## src/ex_settings.svh

```systemverilog
`ifndef EX_SETTINGS_SVH
`define EX_SETTINGS_SVH

// machine word width
`define EX_DATA_W 32

// data ram word-address bits, 256 words
`define EX_RAM_AW 8

// one restoring step per quotient bit
`define EX_DIV_STEPS `EX_DATA_W

`endif

```

## src/ex_pkg.sv

```systemverilog
`include "ex_settings.svh"

package ex_pkg;

  typedef logic [`EX_DATA_W-1:0] word_t;
  typedef logic [4:0]            reg_addr_t;

  // one-hot, bit 0 upwards: add sub slt sltu and nor or xor sll srl sra lui
  typedef logic [11:0] alu_op_t;

  // one-hot, bit 6 downwards: mul_w mulh_w mulh_wu div_w mod_w div_wu mod_wu
  // all zero for a plain alu instruction
  typedef logic [6:0] md_op_t;

  typedef struct packed {
    md_op_t    md_op;
    alu_op_t   alu_op;
    logic      res_from_mem;  // load
    word_t     src1;
    word_t     src2;
    logic      mem_we;        // store
    logic      rf_we;
    reg_addr_t rf_waddr;
    word_t     rkd_value;     // store data
    word_t     pc;
  } ds_to_es_t;

  typedef struct packed {
    logic      res_from_mem;
    logic      rf_we;
    reg_addr_t rf_waddr;
    word_t     result;
    word_t     pc;
  } es_to_ms_t;

  typedef struct packed {
    logic      rf_we;
    reg_addr_t rf_waddr;
    word_t     wdata;
    word_t     pc;
  } ms_to_ws_t;

  typedef enum logic [1:0] {
    DIV_IDLE,
    DIV_BUSY,
    DIV_DONE
  } div_state_t;

endpackage

```

## src/mem_stage.sv

```systemverilog
`timescale 1ns/1ps

module mem_stage
  import ex_pkg::*;
(
  input  logic      clk,
  input  logic      resetn,
  input  logic      es_to_ms_valid,
  input  es_to_ms_t es_to_ms_bus,
  output logic      ms_allowin,
  input  word_t     data_sram_rdata,
  input  logic      ws_allowin,
  output logic      ms_to_ws_valid,
  output ms_to_ws_t ms_to_ws_bus
);

  logic      ms_valid;
  es_to_ms_t ms_bus;
  logic      ms_fresh;  // first cycle of the bundle, ram data live
  word_t     ld_hold;
  word_t     ld_data;

  assign ms_allowin = ~ms_valid | ws_allowin;

  always_ff @(posedge clk) begin
    if (!resetn) begin
      ms_valid <= 1'b0;
    end else if (ms_allowin) begin
      ms_valid <= es_to_ms_valid;
    end
  end

  always_ff @(posedge clk) begin
    if (es_to_ms_valid & ms_allowin) begin
      ms_bus <= es_to_ms_bus;
    end
  end

  always_ff @(posedge clk) begin
    if (!resetn) begin
      ms_fresh <= 1'b0;
    end else begin
      ms_fresh <= es_to_ms_valid & ms_allowin;
    end
  end

  // ram output may move on while we stall, keep our copy
  always_ff @(posedge clk) begin
    if (ms_fresh) begin
      ld_hold <= data_sram_rdata;
    end
  end

  assign ld_data = ms_fresh ? data_sram_rdata : ld_hold;

  assign ms_to_ws_valid        = ms_valid;
  assign ms_to_ws_bus.rf_we    = ms_bus.rf_we & ms_valid;
  assign ms_to_ws_bus.rf_waddr = ms_bus.rf_waddr;
  assign ms_to_ws_bus.wdata    = ms_bus.res_from_mem ? ld_data : ms_bus.result;
  assign ms_to_ws_bus.pc       = ms_bus.pc;

endmodule

```

## config.mk

```make
export PLATFORM = sky130hd
export DESIGN_NAME = mem_stage
export DESIGN_NICKNAME = d
export VERILOG_FILES = /design/src/ex_pkg.sv /design/src/mem_stage.sv
export VERILOG_INCLUDE_DIRS = /design/src /design/src/src
export SDC_FILE = /design/constraint.sdc
export NUM_CORES = 1
export LEC_CHECK = 0
export BUFFER_PORTS_ARGS = -buffer_cell sky130_fd_sc_hd__buf_4
export CORE_MARGIN = 8
export CORE_UTILIZATION = 51
export CTS_CLUSTER_DIAMETER = 120
export DETAILED_ROUTE_END_ITERATION = 16
export GPL_TIMING_DRIVEN = 1
export PLACE_DENSITY = 0.85
export SLEW_MARGIN = 10
export SYNTH_ARGS = -nofsm -noshare
export SYNTH_HDL_FRONTEND = slang
export SYNTH_SLANG_ARGS = --single-unit
export TNS_END_PERCENT = 5
```

## constraint.sdc

```tcl
create_clock -name clk -period 5.69 [get_ports clk]
set_input_delay 0.569 -clock clk [delete_from_list [all_inputs] [get_ports clk]]
set_output_delay 0.569 -clock clk [all_outputs]
set_load 0.01 [all_outputs]
```

==> summary.txt <==
Setup path
  – CP Cell Sequence: buf_4, mux2_2, buf_4
  – Crit path max fanout: 17
  – Worst reg2reg path depth: 1
  – Critical path depth: 3
  – Startpoint Class: flop
  – Setup Crit Path Kind: reg2out
  – Setup crit end: ms_to_ws_bus[60]
  – Endpoint class of the critical path: output port
  – Reg-to-reg slack, setup: 4030 ps
  – Crit path arrival time: 2350 ps
  – Critical Path RT: 5120 ps
  – CP max stage delay: 1000 ps
  – End of the worst register-to-register path: ld_hold[31]$_DFF_P_
  – Reg2reg start: ms_fresh$_SDFF_PN0_
  – CP delay by family, top: flip-flops
  – Critical path buffer and inverter count: 2
  – Worst setup startpoint: ms_bus[70]$_DFFE_PP_
  – Slowest cell on crit path: edfxtp_1
  – Most frequent CP cell: buf_4

Routing
  – Vias/cell: 4.676
  – Pre-antenna DRT Iters: 4
  – Starting DRC count in detailed routing: 65
  – Drc violations: 0
  – Drt wl/cell: 18.99 µm
  – Via total after detailed routing: 2221
  – Final Routed Wirelength: 9019 µm
  – Final ANT Viol Nets: 0

Clocking
  – CTS tree: done
  – Worst-path clk slew: 100 ps
  – Post-CTS setup buffer count: 0
  – CTS Buffer Depth: 2
  – CTS Buf Count: 9
  – Root buf cell: clkbuf_8
  – Clk sinks: 105
  – Clock Latency Late Sink: 350 ps
  – H-tree levels: 3
  – Post-cts resize count: 0
  – Cts hold-fix bufs: 0

Floorplan
  – Row cnt: 33
  – Die area: 11330 µm²
  – Core ar.: 8051 µm²
  – Die height: 106.4 µm
  – Die Wd: 106.4 µm
  – Num ports: 179
  – Starting Density: 51.79%

Synthesis
  – Syn Nets: 327
  – Top cell type's share of synthesized area: 51.13%
  – Total of warnings raised by yosys: 0
  – Mapped Cells: 220
  – Sequential cell area fraction in the yosys report: 67.45%
  – Syn_area_per_cell: 18.96 µm²
  – Synth Cell Area: 4170 µm²
  – Yosys top cell by area: edfxtp_1
  – Yosys cell types: 13
  – Synth area leaders: edfxtp_1 51%, mux2_4 22%, dfxtp_1 16%
  – Synth Register Bits: 105

Final layout
  – Fillers: 565
  – Area delta synth->final: 30.63%
  – Multi-input logic area: 980.9 µm²
  – Layout Nets: 472
  – Register area: 2814 µm²
  – Antenna cell count: 0
  – Layout cells sized above 1: 70.54%

STA
  – Min Clock Period, post-route: 2918 ps
  – RSZ-0062 raised after global routing: no
  – Worst-Margin Slew: 1115 ps
  – Setup_tns: 0 ps
  – Setup violators final: 0
  – Max Transition Viols Final: 0
  – Fmax: 342.7 MHz
  – Clock Skew: 13.18 ps
  – Final hold violation count: 0
  – Fin crit share: 51.28%
  – Slew headroom: 25.64%

Global route
  – First-pass GRT wire length: 13530 µm
  – Antenna violations before repair: 0
  – Largest net degree at the start of global routing: 72
  – Congestion Overflow GR: 0
  – GRT Util Overall: 15.73%
  – Vias in the first global route: 2485

Run
  – MaxCap Viol Count: 0

Run status
  – Status: finished, final reports clean

Placed design
  – I/O Buffers: 178
  – GPL Wtd Cong: 0.7124

Power
  – Power per Cell Area: 302.1 nW/µm²
  – Total chip power: 1646 µW
  – Worst VDD drop: 178.7 µV
  – LEAKAGE: 0.002435 µW

Hold path
  – HP Class: in2reg
==> how the worst min path moves through the flow <==
| stage | start | end | slack [ps] | cells after the start |
|---|---|---|---|---|
| final | es_to_ms_bus[14] | ms_to_ws_bus[14]$_DFFE_PP_ | 380 | 1 |
| after global routing | es_to_ms_bus[17] | ms_to_ws_bus[17]$_DFFE_PP_ | 350 | 1 |
| after CTS | es_to_ms_bus[37] | ms_bus[37]$_DFFE_PP_ | 360 | 1 |
| after detailed placement | ld_hold[11]$_DFF_P_ | ld_hold[11]$_DFF_P_ | 460 | 1 |
| after global placement | ld_hold[31]$_DFF_P_ | ld_hold[31]$_DFF_P_ | 450 | 1 |
| after floorplan | ld_hold[28]$_DFF_P_ | ld_hold[28]$_DFF_P_ | 450 | 1 |
==> cells by family (layout without fill, tap and decap cells) <==
family	after synthesis	after routing	synth area share, %
DFF	105	105	67.45
muxes	64	64	22.68
and+or+nand+nor	4	4	0.6002
buffers and inverters	46	196	9.091
AOI/OAI and AO/OA	1	1	0.1801
==> area by class of cell <==
class / instances / area share, %
repair buffers: 179 / 24.67
well taps: 105 / 2.412
clock inverters: 7 / 0.9187
clock buffers: 9 / 2.274
inverters: 1 / 0.06890
flip-flops and latches: 105 / 51.65
multi-input cells: 69 / 18.01
==> power breakdown <==
group	total, µW	internal (µW)	leakage [µW]	switching, µW
Sequential	923	892	0.000974	30.9
Clock	417	163	0.0000946	253
Combinational	306	202	0.00137	104
==> state kept, by name, indices dropped and copies added (netlist names) <==
name,flops
ld_hold,32
ms_bus,34
ms_fresh,1
ms_to_ws_bus,37
ms_to_ws_valid,1
==> cell usage after synthesis <==
cell      count
buf_12        3
mux2_4       60
buf_4        40
and2_1        2
dfxtp_1      34
and3_1        1
inv_1         1
clkbuf_1      1
mux2_2        4
nand2b_1      1
edfxtp_1     71
buf_6         1
a21boi_0      1
==> layout by cell type, fill, tap and decap left out <==
cell type	n
and2_1	1
and3_1	1
inv_6	4
clkinv_2	3
clkbuf_8	9
a21boi_0	1
buf_4	179
dfxtp_1	33
nand2b_1	1
mux2_2	4
and2_4	1
inv_1	1
dfxtp_2	1
mux2_4	60
edfxtp_1	71
==> stage by stage <==
step                      worst slack [ps]  instances  util, %  area (µm²)  hold WS (ps)
after floorplan                       2798        220        -        4170         446.4
after global placement                3165        459    65.50        5274         453.7
after detailed placement              3126        459    65.50        5274         458.2
final                                 2772        475    67.66        5448         382.0
after global routing                  2637        475    67.66        5448         347.9
after CTS                             2730        475    67.66        5448         363.9
==> routing by layer <==
metal | global-route usage [%] | part of all wire (%)
met4 | 5.930 | 1.3
met1 | 15.24 | 35
met2 | 27.66 | 53
met3 | 8.409 | 11
met5 | 0 | 0
(Power assumes the default switching activity.)
