--- config.mk ---
export PLATFORM = sky130hd
export DESIGN_NAME = ex_stage
export DESIGN_NICKNAME = d
export VERILOG_FILES = /design/src/ex_pkg.sv /design/src/alu.sv /design/src/div_unit.sv /design/src/ex_stage.sv /design/src/mul_unit.sv
export VERILOG_INCLUDE_DIRS = /design/src /design/src/src
export SDC_FILE = /design/constraint.sdc
export NUM_CORES = 2
export LEC_CHECK = 0
export BUFFER_PORTS_ARGS = -buffer_cell sky130_fd_sc_hd__buf_2
export CAP_MARGIN = 40
export CORE_ASPECT_RATIO = 1.5
export CORE_MARGIN = 8
export CORE_UTILIZATION = 66
export CTS_CLUSTER_SIZE = 14
export DETAILED_ROUTE_END_ITERATION = 10
export PLACE_DENSITY = 0.84
export SLEW_MARGIN = 20
export SYNTH_ARGS = -nofsm -noshare
export SYNTH_HDL_FRONTEND = slang
export SYNTH_HIERARCHICAL = 1
export SYNTH_SLANG_ARGS = --single-unit
--- constraint.sdc ---
create_clock -name clk -period 16.1 [get_ports clk]
set_input_delay 1.61 -clock clk [delete_from_list [all_inputs] [get_ports clk]]
set_output_delay 1.61 -clock clk [all_outputs]
set_load 0.005 [all_outputs]
--- src/ex_settings.svh ---
`ifndef EX_SETTINGS_SVH
`define EX_SETTINGS_SVH

// machine word width
`define EX_DATA_W 32

// data ram word-address bits, 256 words
`define EX_RAM_AW 8

// one restoring step per quotient bit
`define EX_DIV_STEPS `EX_DATA_W

`endif

--- src/ex_pkg.sv ---
`include "ex_settings.svh"

package ex_pkg;

  typedef logic [`EX_DATA_W-1:0] word_t;
  typedef logic [4:0]            reg_addr_t;

  // one-hot, bit 0 upwards: add sub slt sltu and nor or xor sll srl sra lui
  typedef logic [11:0] alu_op_t;

  // one-hot, bit 6 downwards: mul_w mulh_w mulh_wu div_w mod_w div_wu mod_wu
  // all zero for a plain alu instruction
  typedef logic [6:0] md_op_t;

  typedef struct packed {
    md_op_t    md_op;
    alu_op_t   alu_op;
    logic      res_from_mem;  // load
    word_t     src1;
    word_t     src2;
    logic      mem_we;        // store
    logic      rf_we;
    reg_addr_t rf_waddr;
    word_t     rkd_value;     // store data
    word_t     pc;
  } ds_to_es_t;

  typedef struct packed {
    logic      res_from_mem;
    logic      rf_we;
    reg_addr_t rf_waddr;
    word_t     result;
    word_t     pc;
  } es_to_ms_t;

  typedef struct packed {
    logic      rf_we;
    reg_addr_t rf_waddr;
    word_t     wdata;
    word_t     pc;
  } ms_to_ws_t;

  typedef enum logic [1:0] {
    DIV_IDLE,
    DIV_BUSY,
    DIV_DONE
  } div_state_t;

endpackage

--- src/alu.sv ---
`timescale 1ns/1ps

module alu
  import ex_pkg::*;
(
  input  alu_op_t alu_op,
  input  word_t   alu_src1,
  input  word_t   alu_src2,
  output word_t   alu_result
);

  logic [4:0] shamt;
  logic       slt_bit;
  logic       sltu_bit;
  word_t      add_res;
  word_t      sub_res;
  word_t      sll_res;
  word_t      srl_res;
  word_t      sra_res;

  assign shamt    = alu_src2[4:0];  // low five bits only
  assign add_res  = alu_src1 + alu_src2;
  assign sub_res  = alu_src1 - alu_src2;
  assign slt_bit  = $signed(alu_src1) < $signed(alu_src2);
  assign sltu_bit = alu_src1 < alu_src2;
  assign sll_res  = alu_src1 << shamt;
  assign srl_res  = alu_src1 >> shamt;
  assign sra_res  = word_t'($signed(alu_src1) >>> shamt);

  // one-hot and-or select
  assign alu_result = ({$bits(word_t){alu_op[0]}}  & add_res)
                    | ({$bits(word_t){alu_op[1]}}  & sub_res)
                    | ({$bits(word_t){alu_op[2]}}  & word_t'(slt_bit))
                    | ({$bits(word_t){alu_op[3]}}  & word_t'(sltu_bit))
                    | ({$bits(word_t){alu_op[4]}}  & (alu_src1 & alu_src2))
                    | ({$bits(word_t){alu_op[5]}}  & ~(alu_src1 | alu_src2))
                    | ({$bits(word_t){alu_op[6]}}  & (alu_src1 | alu_src2))
                    | ({$bits(word_t){alu_op[7]}}  & (alu_src1 ^ alu_src2))
                    | ({$bits(word_t){alu_op[8]}}  & sll_res)
                    | ({$bits(word_t){alu_op[9]}}  & srl_res)
                    | ({$bits(word_t){alu_op[10]}} & sra_res)
                    | ({$bits(word_t){alu_op[11]}} & alu_src2);  // lui

endmodule

--- src/div_unit.sv ---
`timescale 1ns/1ps

`include "ex_settings.svh"

module div_unit
  import ex_pkg::*;
(
  input  logic  clk,
  input  logic  resetn,
  input  logic  div_start,
  input  logic  div_signed,
  input  word_t dividend,
  input  word_t divisor,
  output word_t quotient,
  output word_t remainder,
  output logic  div_done
);

  localparam int CNT_W = $clog2(`EX_DIV_STEPS + 1);

  div_state_t         state;
  logic [CNT_W-1:0]   step_cnt;
  word_t              dvsr;
  word_t              quo;       // dividend shifts out as quotient shifts in
  word_t              rem;
  logic               q_neg;
  logic               r_neg;
  word_t              dividend_mag;
  word_t              divisor_mag;
  logic [`EX_DATA_W:0] trial_rem;
  logic [`EX_DATA_W:0] trial_diff;

  assign dividend_mag = (div_signed & dividend[`EX_DATA_W-1]) ? -dividend : dividend;
  assign divisor_mag  = (div_signed & divisor[`EX_DATA_W-1])  ? -divisor  : divisor;

  // next partial remainder and its trial subtraction
  assign trial_rem  = {rem, quo[`EX_DATA_W-1]};
  assign trial_diff = trial_rem - {1'b0, dvsr};

  always_ff @(posedge clk) begin
    if (!resetn) begin
      state    <= DIV_IDLE;
      step_cnt <= '0;
    end else if (div_start) begin
      state    <= DIV_BUSY;
      step_cnt <= '0;
    end else if (state == DIV_BUSY) begin
      step_cnt <= step_cnt + 1'b1;
      if (step_cnt == CNT_W'(`EX_DIV_STEPS - 1)) begin
        state <= DIV_DONE;  // holds until the next start
      end
    end
  end

  always_ff @(posedge clk) begin
    if (div_start) begin
      quo   <= dividend_mag;
      rem   <= '0;
      dvsr  <= divisor_mag;
      // divide by zero keeps the all-ones quotient unsigned
      q_neg <= div_signed & (dividend[`EX_DATA_W-1] ^ divisor[`EX_DATA_W-1]) & (|divisor);
      r_neg <= div_signed & dividend[`EX_DATA_W-1];
    end else if (state == DIV_BUSY) begin
      if (!trial_diff[`EX_DATA_W]) begin
        rem <= trial_diff[`EX_DATA_W-1:0];
        quo <= {quo[`EX_DATA_W-2:0], 1'b1};
      end else begin
        rem <= trial_rem[`EX_DATA_W-1:0];  // restore
        quo <= {quo[`EX_DATA_W-2:0], 1'b0};
      end
    end
  end

  // signs applied on the way out, remainder follows the dividend
  assign quotient  = q_neg ? -quo : quo;
  assign remainder = r_neg ? -rem : rem;
  assign div_done  = (state == DIV_DONE);

endmodule

--- src/ex_stage.sv ---
`timescale 1ns/1ps

module ex_stage
  import ex_pkg::*;
(
  input  logic      clk,
  input  logic      resetn,
  input  logic      ds_to_es_valid,
  input  ds_to_es_t ds_to_es_bus,
  output logic      es_allowin,
  input  logic      ms_allowin,
  output logic      es_to_ms_valid,
  output es_to_ms_t es_to_ms_bus,
  output logic      data_sram_en,
  output logic [3:0] data_sram_we,
  output word_t     data_sram_addr,
  output word_t     data_sram_wdata
);

  logic      es_valid;
  ds_to_es_t es_bus;
  logic      es_ready_go;
  logic      es_leave;
  logic      is_mul;
  logic      is_div;
  logic      is_quot;
  logic      div_signed;
  logic      div_start;
  logic      div_started;
  logic      div_done;
  word_t     quotient;
  word_t     remainder;
  word_t     alu_result;
  word_t     mul_result;
  word_t     div_result;
  word_t     es_result;

  // op decode
  assign is_mul     = |es_bus.md_op[6:4];
  assign is_div     = |es_bus.md_op[3:0];
  assign is_quot    = es_bus.md_op[3] | es_bus.md_op[1];  // div.w, div.wu
  assign div_signed = es_bus.md_op[3] | es_bus.md_op[2];

  // stall on a divide until the result for this bundle is back
  assign es_ready_go    = is_div ? (div_started & div_done) : 1'b1;
  assign es_allowin     = ~es_valid | (es_ready_go & ms_allowin);
  assign es_to_ms_valid = es_valid & es_ready_go;
  assign es_leave       = es_to_ms_valid & ms_allowin;

  always_ff @(posedge clk) begin
    if (!resetn) begin
      es_valid <= 1'b0;
    end else if (es_allowin) begin
      es_valid <= ds_to_es_valid;
    end
  end

  always_ff @(posedge clk) begin
    if (ds_to_es_valid & es_allowin) begin
      es_bus <= ds_to_es_bus;
    end
  end

  // one start pulse per divide bundle
  assign div_start = es_valid & is_div & ~div_started;

  always_ff @(posedge clk) begin
    if (!resetn) begin
      div_started <= 1'b0;
    end else if (es_leave) begin
      div_started <= 1'b0;
    end else if (div_start) begin
      div_started <= 1'b1;
    end
  end

  alu u_alu (
    .alu_op    (es_bus.alu_op),
    .alu_src1  (es_bus.src1),
    .alu_src2  (es_bus.src2),
    .alu_result(alu_result)
  );

  mul_unit u_mul (
    .md_op     (es_bus.md_op),
    .src1      (es_bus.src1),
    .src2      (es_bus.src2),
    .mul_result(mul_result)
  );

  div_unit u_div (
    .clk       (clk),
    .resetn    (resetn),
    .div_start (div_start),
    .div_signed(div_signed),
    .dividend  (es_bus.src1),
    .divisor   (es_bus.src2),
    .quotient  (quotient),
    .remainder (remainder),
    .div_done  (div_done)
  );

  assign div_result = is_quot ? quotient : remainder;
  assign es_result  = is_mul ? mul_result : (is_div ? div_result : alu_result);

  // ram request in the same cycle as the result
  assign data_sram_en    = es_valid & (es_bus.res_from_mem | es_bus.mem_we);
  assign data_sram_we    = {4{es_valid & es_bus.mem_we}};
  assign data_sram_addr  = es_result;
  assign data_sram_wdata = es_bus.rkd_value;

  assign es_to_ms_bus.res_from_mem = es_bus.res_from_mem;
  assign es_to_ms_bus.rf_we        = es_bus.rf_we & es_valid;
  assign es_to_ms_bus.rf_waddr     = es_bus.rf_waddr;
  assign es_to_ms_bus.result       = es_result;
  assign es_to_ms_bus.pc           = es_bus.pc;

endmodule

--- src/mul_unit.sv ---
`timescale 1ns/1ps

`include "ex_settings.svh"

module mul_unit
  import ex_pkg::*;
(
  input  md_op_t md_op,
  input  word_t  src1,
  input  word_t  src2,
  output word_t  mul_result
);

  logic [2*`EX_DATA_W-1:0] signed_prod;
  logic [2*`EX_DATA_W-1:0] unsigned_prod;

  // operands extend to the full product width before multiplying
  assign signed_prod   = $signed(src1) * $signed(src2);
  assign unsigned_prod = src1 * src2;

  assign mul_result =
      ({`EX_DATA_W{md_op[6]}} & signed_prod[`EX_DATA_W-1:0])             // mul.w
    | ({`EX_DATA_W{md_op[5]}} & signed_prod[2*`EX_DATA_W-1:`EX_DATA_W])  // mulh.w
    | ({`EX_DATA_W{md_op[4]}} & unsigned_prod[2*`EX_DATA_W-1:`EX_DATA_W]);

endmodule
==> results.tsv <==
metric	value	unit
cts_made_buffers	29	
antenna_left	0	
synthMuxAreaShare	3.45	%
worst_path_max_delay_cell	fa_1	
design.final.nets	10300	
finalCritPeriodShare	76.8	%
syn_area	75800	um2
syn_nets	10400	
synth_seq_cells	263	
min_to	u_div/step_cnt[1]$_SDFFE_PP0P_	
antenna_found_initial	19	
synth-simple-area-share	13.4	%
ys_warn_count	6	
die_y	431	um
fin_setup_tns	0	ns
ys_top_cells_by_area	fa_1 (39%), edfxtp_1 (8.8%), ha_1 (8.6%)	
preCtsSetupSlack	4.75	ns
numPortBuffers	300	
synth_top_area_cell	fa_1	
synth-xor-area-share	3.18	%
hold_buffers	0	
synth_ff_type	edfxtp_1	
cts-root-buf	clkbuf_16	
critPathKind	reg -> out	
worst-r2r-setup-slack	12.15	ns
fin_skew	0.0161	ns
cts_buffer_depth	3	
min_path_cells	2	
postCtsSetupBuffers	0	
worstPathRequired	14.49	ns
cts.reportedPaths.clkPinSlew	0.07	ns
synth-compound-area-share	11.1	%
clk-insertion-delay-late	0.65	ns
core-area	114000	um2
r2r-start	u_div/quo[31]$_DFFE_PP_	
via_per_inst	6.63	
grt_pass1_vias	69900	
fmax	80.9	MHz
grt_pass1_wl	417000	um
synthAdderAreaFrac	47.5	%
die_area	126000	um2
async_reset_ff_share	0	%
period_minus_slack	12.37	ns
syn_inst	8229	
rsz0062_at_grt	no	
wl_per_cell	29.0	um
end_kind	output pin	
avgSynthCellArea	9.21	um2
cts_tree	yes	
critPathTopFamily	adder cells	
max-slew-margin-rel	23.0	%
initial_core_util	66.4	%
final_max_slew_viol_count	0	
h-tree-depth	1	
post_cts_resized	0	
firstDrtPassIters	9	
maxCapViolCount	0	
gp_congestion	1.11	
synth.top_cell.area_share	38.9	%
area_delta_synth_final	4.09	%
hpwlAfterDp	214000	um
slowest_delay	0.60	ns
reg2reg_depth	14	
hold_viol_final	0	
setup_slack	3.73	ns
cp.buffers_inverters	7	
drc_errors	0	
nFillCells	8617	
regToRegEndpoint	u_div/rem[1]$_SDFFE_PP0P_	
grtUsageTotal	44.2	%
grt_max_degree	156	
dr_total_vias	64200	
yosysUniqueCellTypes	114	
tightest_slew	1.15	ns
worst_ep_arrival_time	10.76	ns
gr-total-overflow	0	
start_kind	flip-flop	
die_x	293	um
clock-sinks	263	
finalWirelength	280000	um
setup_viol	0	
worstHoldPathType	reg -> reg	
placementRows	152	
synth_seq_area_share	9.86	%
critPathMostFrequentCell	fa_1	
synth_top_family_by_area	adder cells	
synth-edff-count	221	
dr.first_iter.drc_count	6478	
ios	301	
hold_start	u_div/step_cnt[1]$_SDFFE_PP0P_	
drive_above_1_share	7.76	%
cp_max_fo	35	
outcome	finished, final reports clean	
==> metal layers <==
layer / up-vias / GRT usage (%) / part of all wire (%)
met5: - / 0.343 / 0.026
met4: 10 / 41.8 / 12
met3: 1906 / 11.0 / 9.4
met2: 4654 / 74.3 / 49
met1: 31600 / 44.5 / 30
li1: 26000 / - / -
==> cells in the mapped netlist (31+ instances only) <==
| cell type | number |
|---|---|
| and2_1 | 505 |
| xor2_1 | 86 |
| a21oi_1 | 343 |
| xnor2_1 | 189 |
| nand3_1 | 109 |
| fa_1 | 1474 |
| o211ai_1 | 47 |
| mux4_2 | 60 |
| edfxtp_1 | 221 |
| a211oi_1 | 31 |
| o31ai_1 | 37 |
| ha_1 | 519 |
| and3_1 | 32 |
| a31oi_1 | 61 |
| o21ai_0 | 222 |
| a22oi_1 | 51 |
| nor2b_1 | 31 |
| buf_4 | 118 |
| clkbuf_1 | 353 |
| a21o_1 | 87 |
| dfxtp_1 | 42 |
| nand4_1 | 45 |
| inv_1 | 1656 |
| nand2_1 | 820 |
| nand2b_1 | 70 |
| mux2i_1 | 113 |
| nor2_1 | 288 |
| nor3_1 | 67 |
==> area by class of cell <==
| class | count | area (um2) | area share, % |
|---|---|---|---|
| diodes | 11 | 27.5 | 0.0349 |
| clock buffers | 36 | 793 | 1.01 |
| clock inverters | 15 | 181 | 0.230 |
| inverters | 1662 | 6240 | 7.90 |
| multi-input cells | 5779 | 59600 | 75.5 |
| flip-flops and latches | 263 | 7480 | 9.47 |
| well taps | 1463 | 1830 | 2.32 |
| repair buffers | 456 | 2760 | 3.50 |
==> flip-flops by register name, indices dropped and copies added (netlist names) <==
register         count
es_to_ms_bus        38
u_div/r_neg          1
u_div/step_cnt       6
es_bus              85
u_div/q_neg          1
u_div/rem           32
u_div/dvsr          32
div_started          1
data_sram_wdata     32
u_div/state          2
es_valid             1
u_div/quo           32
==> worst reg2reg max path, delay by kind of cell (launching register included) <==
kind | cells | cell delay (ns)
multiplexers | 1 | 0.43
AO/OA/AOI/OAI | 5 | 0.96
flip-flops | 1 | 0.45
buffers and inverters | 3 | 0.79
AND/OR/NAND/NOR | 3 | 0.61
adder cells (fa/ha/maj) | 2 | 0.64
==> through the flow <==
step | std cells | utilization, % | hold slack (ns) | area [um2]
floorplan | 8229 | - | 0.453 | 75800
global placement | 9594 | 68.0 | 0.463 | 77600
detailed placement | 9609 | 68.1 | 0.479 | 77700
CTS | 9660 | 69.0 | 0.489 | 78700
global route | 9678 | 69.1 | 0.513 | 78900
finish | 9685 | 69.2 | 0.489 | 78900
==> worst max-delay path by stage <==
stage / from / end / depth (start not counted)
after floorplan: ms_allowin / data_sram_wdata[0]$_DFFE_PP_ / 2
after global placement: es_bus[112]$_DFFE_PP_ / data_sram_addr[24] / 27
after detailed placement: es_bus[77]$_DFFE_PP_ / es_to_ms_bus[62] / 30
after CTS: es_bus[77]$_DFFE_PP_ / es_to_ms_bus[62] / 30
after global routing: es_bus[77]$_DFFE_PP_ / es_to_ms_bus[62] / 30
final: es_bus[74]$_DFFE_PP_ / data_sram_addr[15] / 28
==> layout by cell type, fill, tap and decap left out, types with 19 or more instances in the layout <==
| cell type | n |
|---|---|
| mux4_2 | 60 |
| nor2_1 | 286 |
| or3_1 | 27 |
| a22oi_1 | 51 |
| edfxtp_1 | 221 |
| nor4_1 | 29 |
| a31oi_1 | 61 |
| o221ai_1 | 27 |
| and3_1 | 32 |
| a222oi_1 | 30 |
| o21ai_0 | 222 |
| buf_2 | 312 |
| a21oi_1 | 343 |
| o21bai_1 | 26 |
| a211oi_1 | 31 |
| buf_4 | 128 |
| dfxtp_1 | 42 |
| nand2_1 | 820 |
| nand3_1 | 109 |
| mux2i_1 | 113 |
| nor3_1 | 67 |
| inv_1 | 1655 |
| xnor2_1 | 189 |
| a21o_1 | 87 |
| nor2b_1 | 30 |
| o211ai_1 | 47 |
| clkbuf_16 | 30 |
| a211o_1 | 19 |
| and2_1 | 505 |
| xor2_1 | 86 |
| nand4_1 | 45 |
| o31ai_1 | 36 |
| o21a_1 | 27 |
| ha_1 | 519 |
| nand2b_1 | 70 |
| fa_1 | 1474 |
==> cells by family after synthesis <==
kind of cell | after synthesis
compound gates | 1243
xor+xnor | 275
fa+ha+maj | 1993
buf+inv | 2187
flops | 263
mux | 185
simple gates | 2083
Power is left out: the tool's default activity adds up to more than one toggle a clock period on the data nets, which glitch-free logic cannot reach.
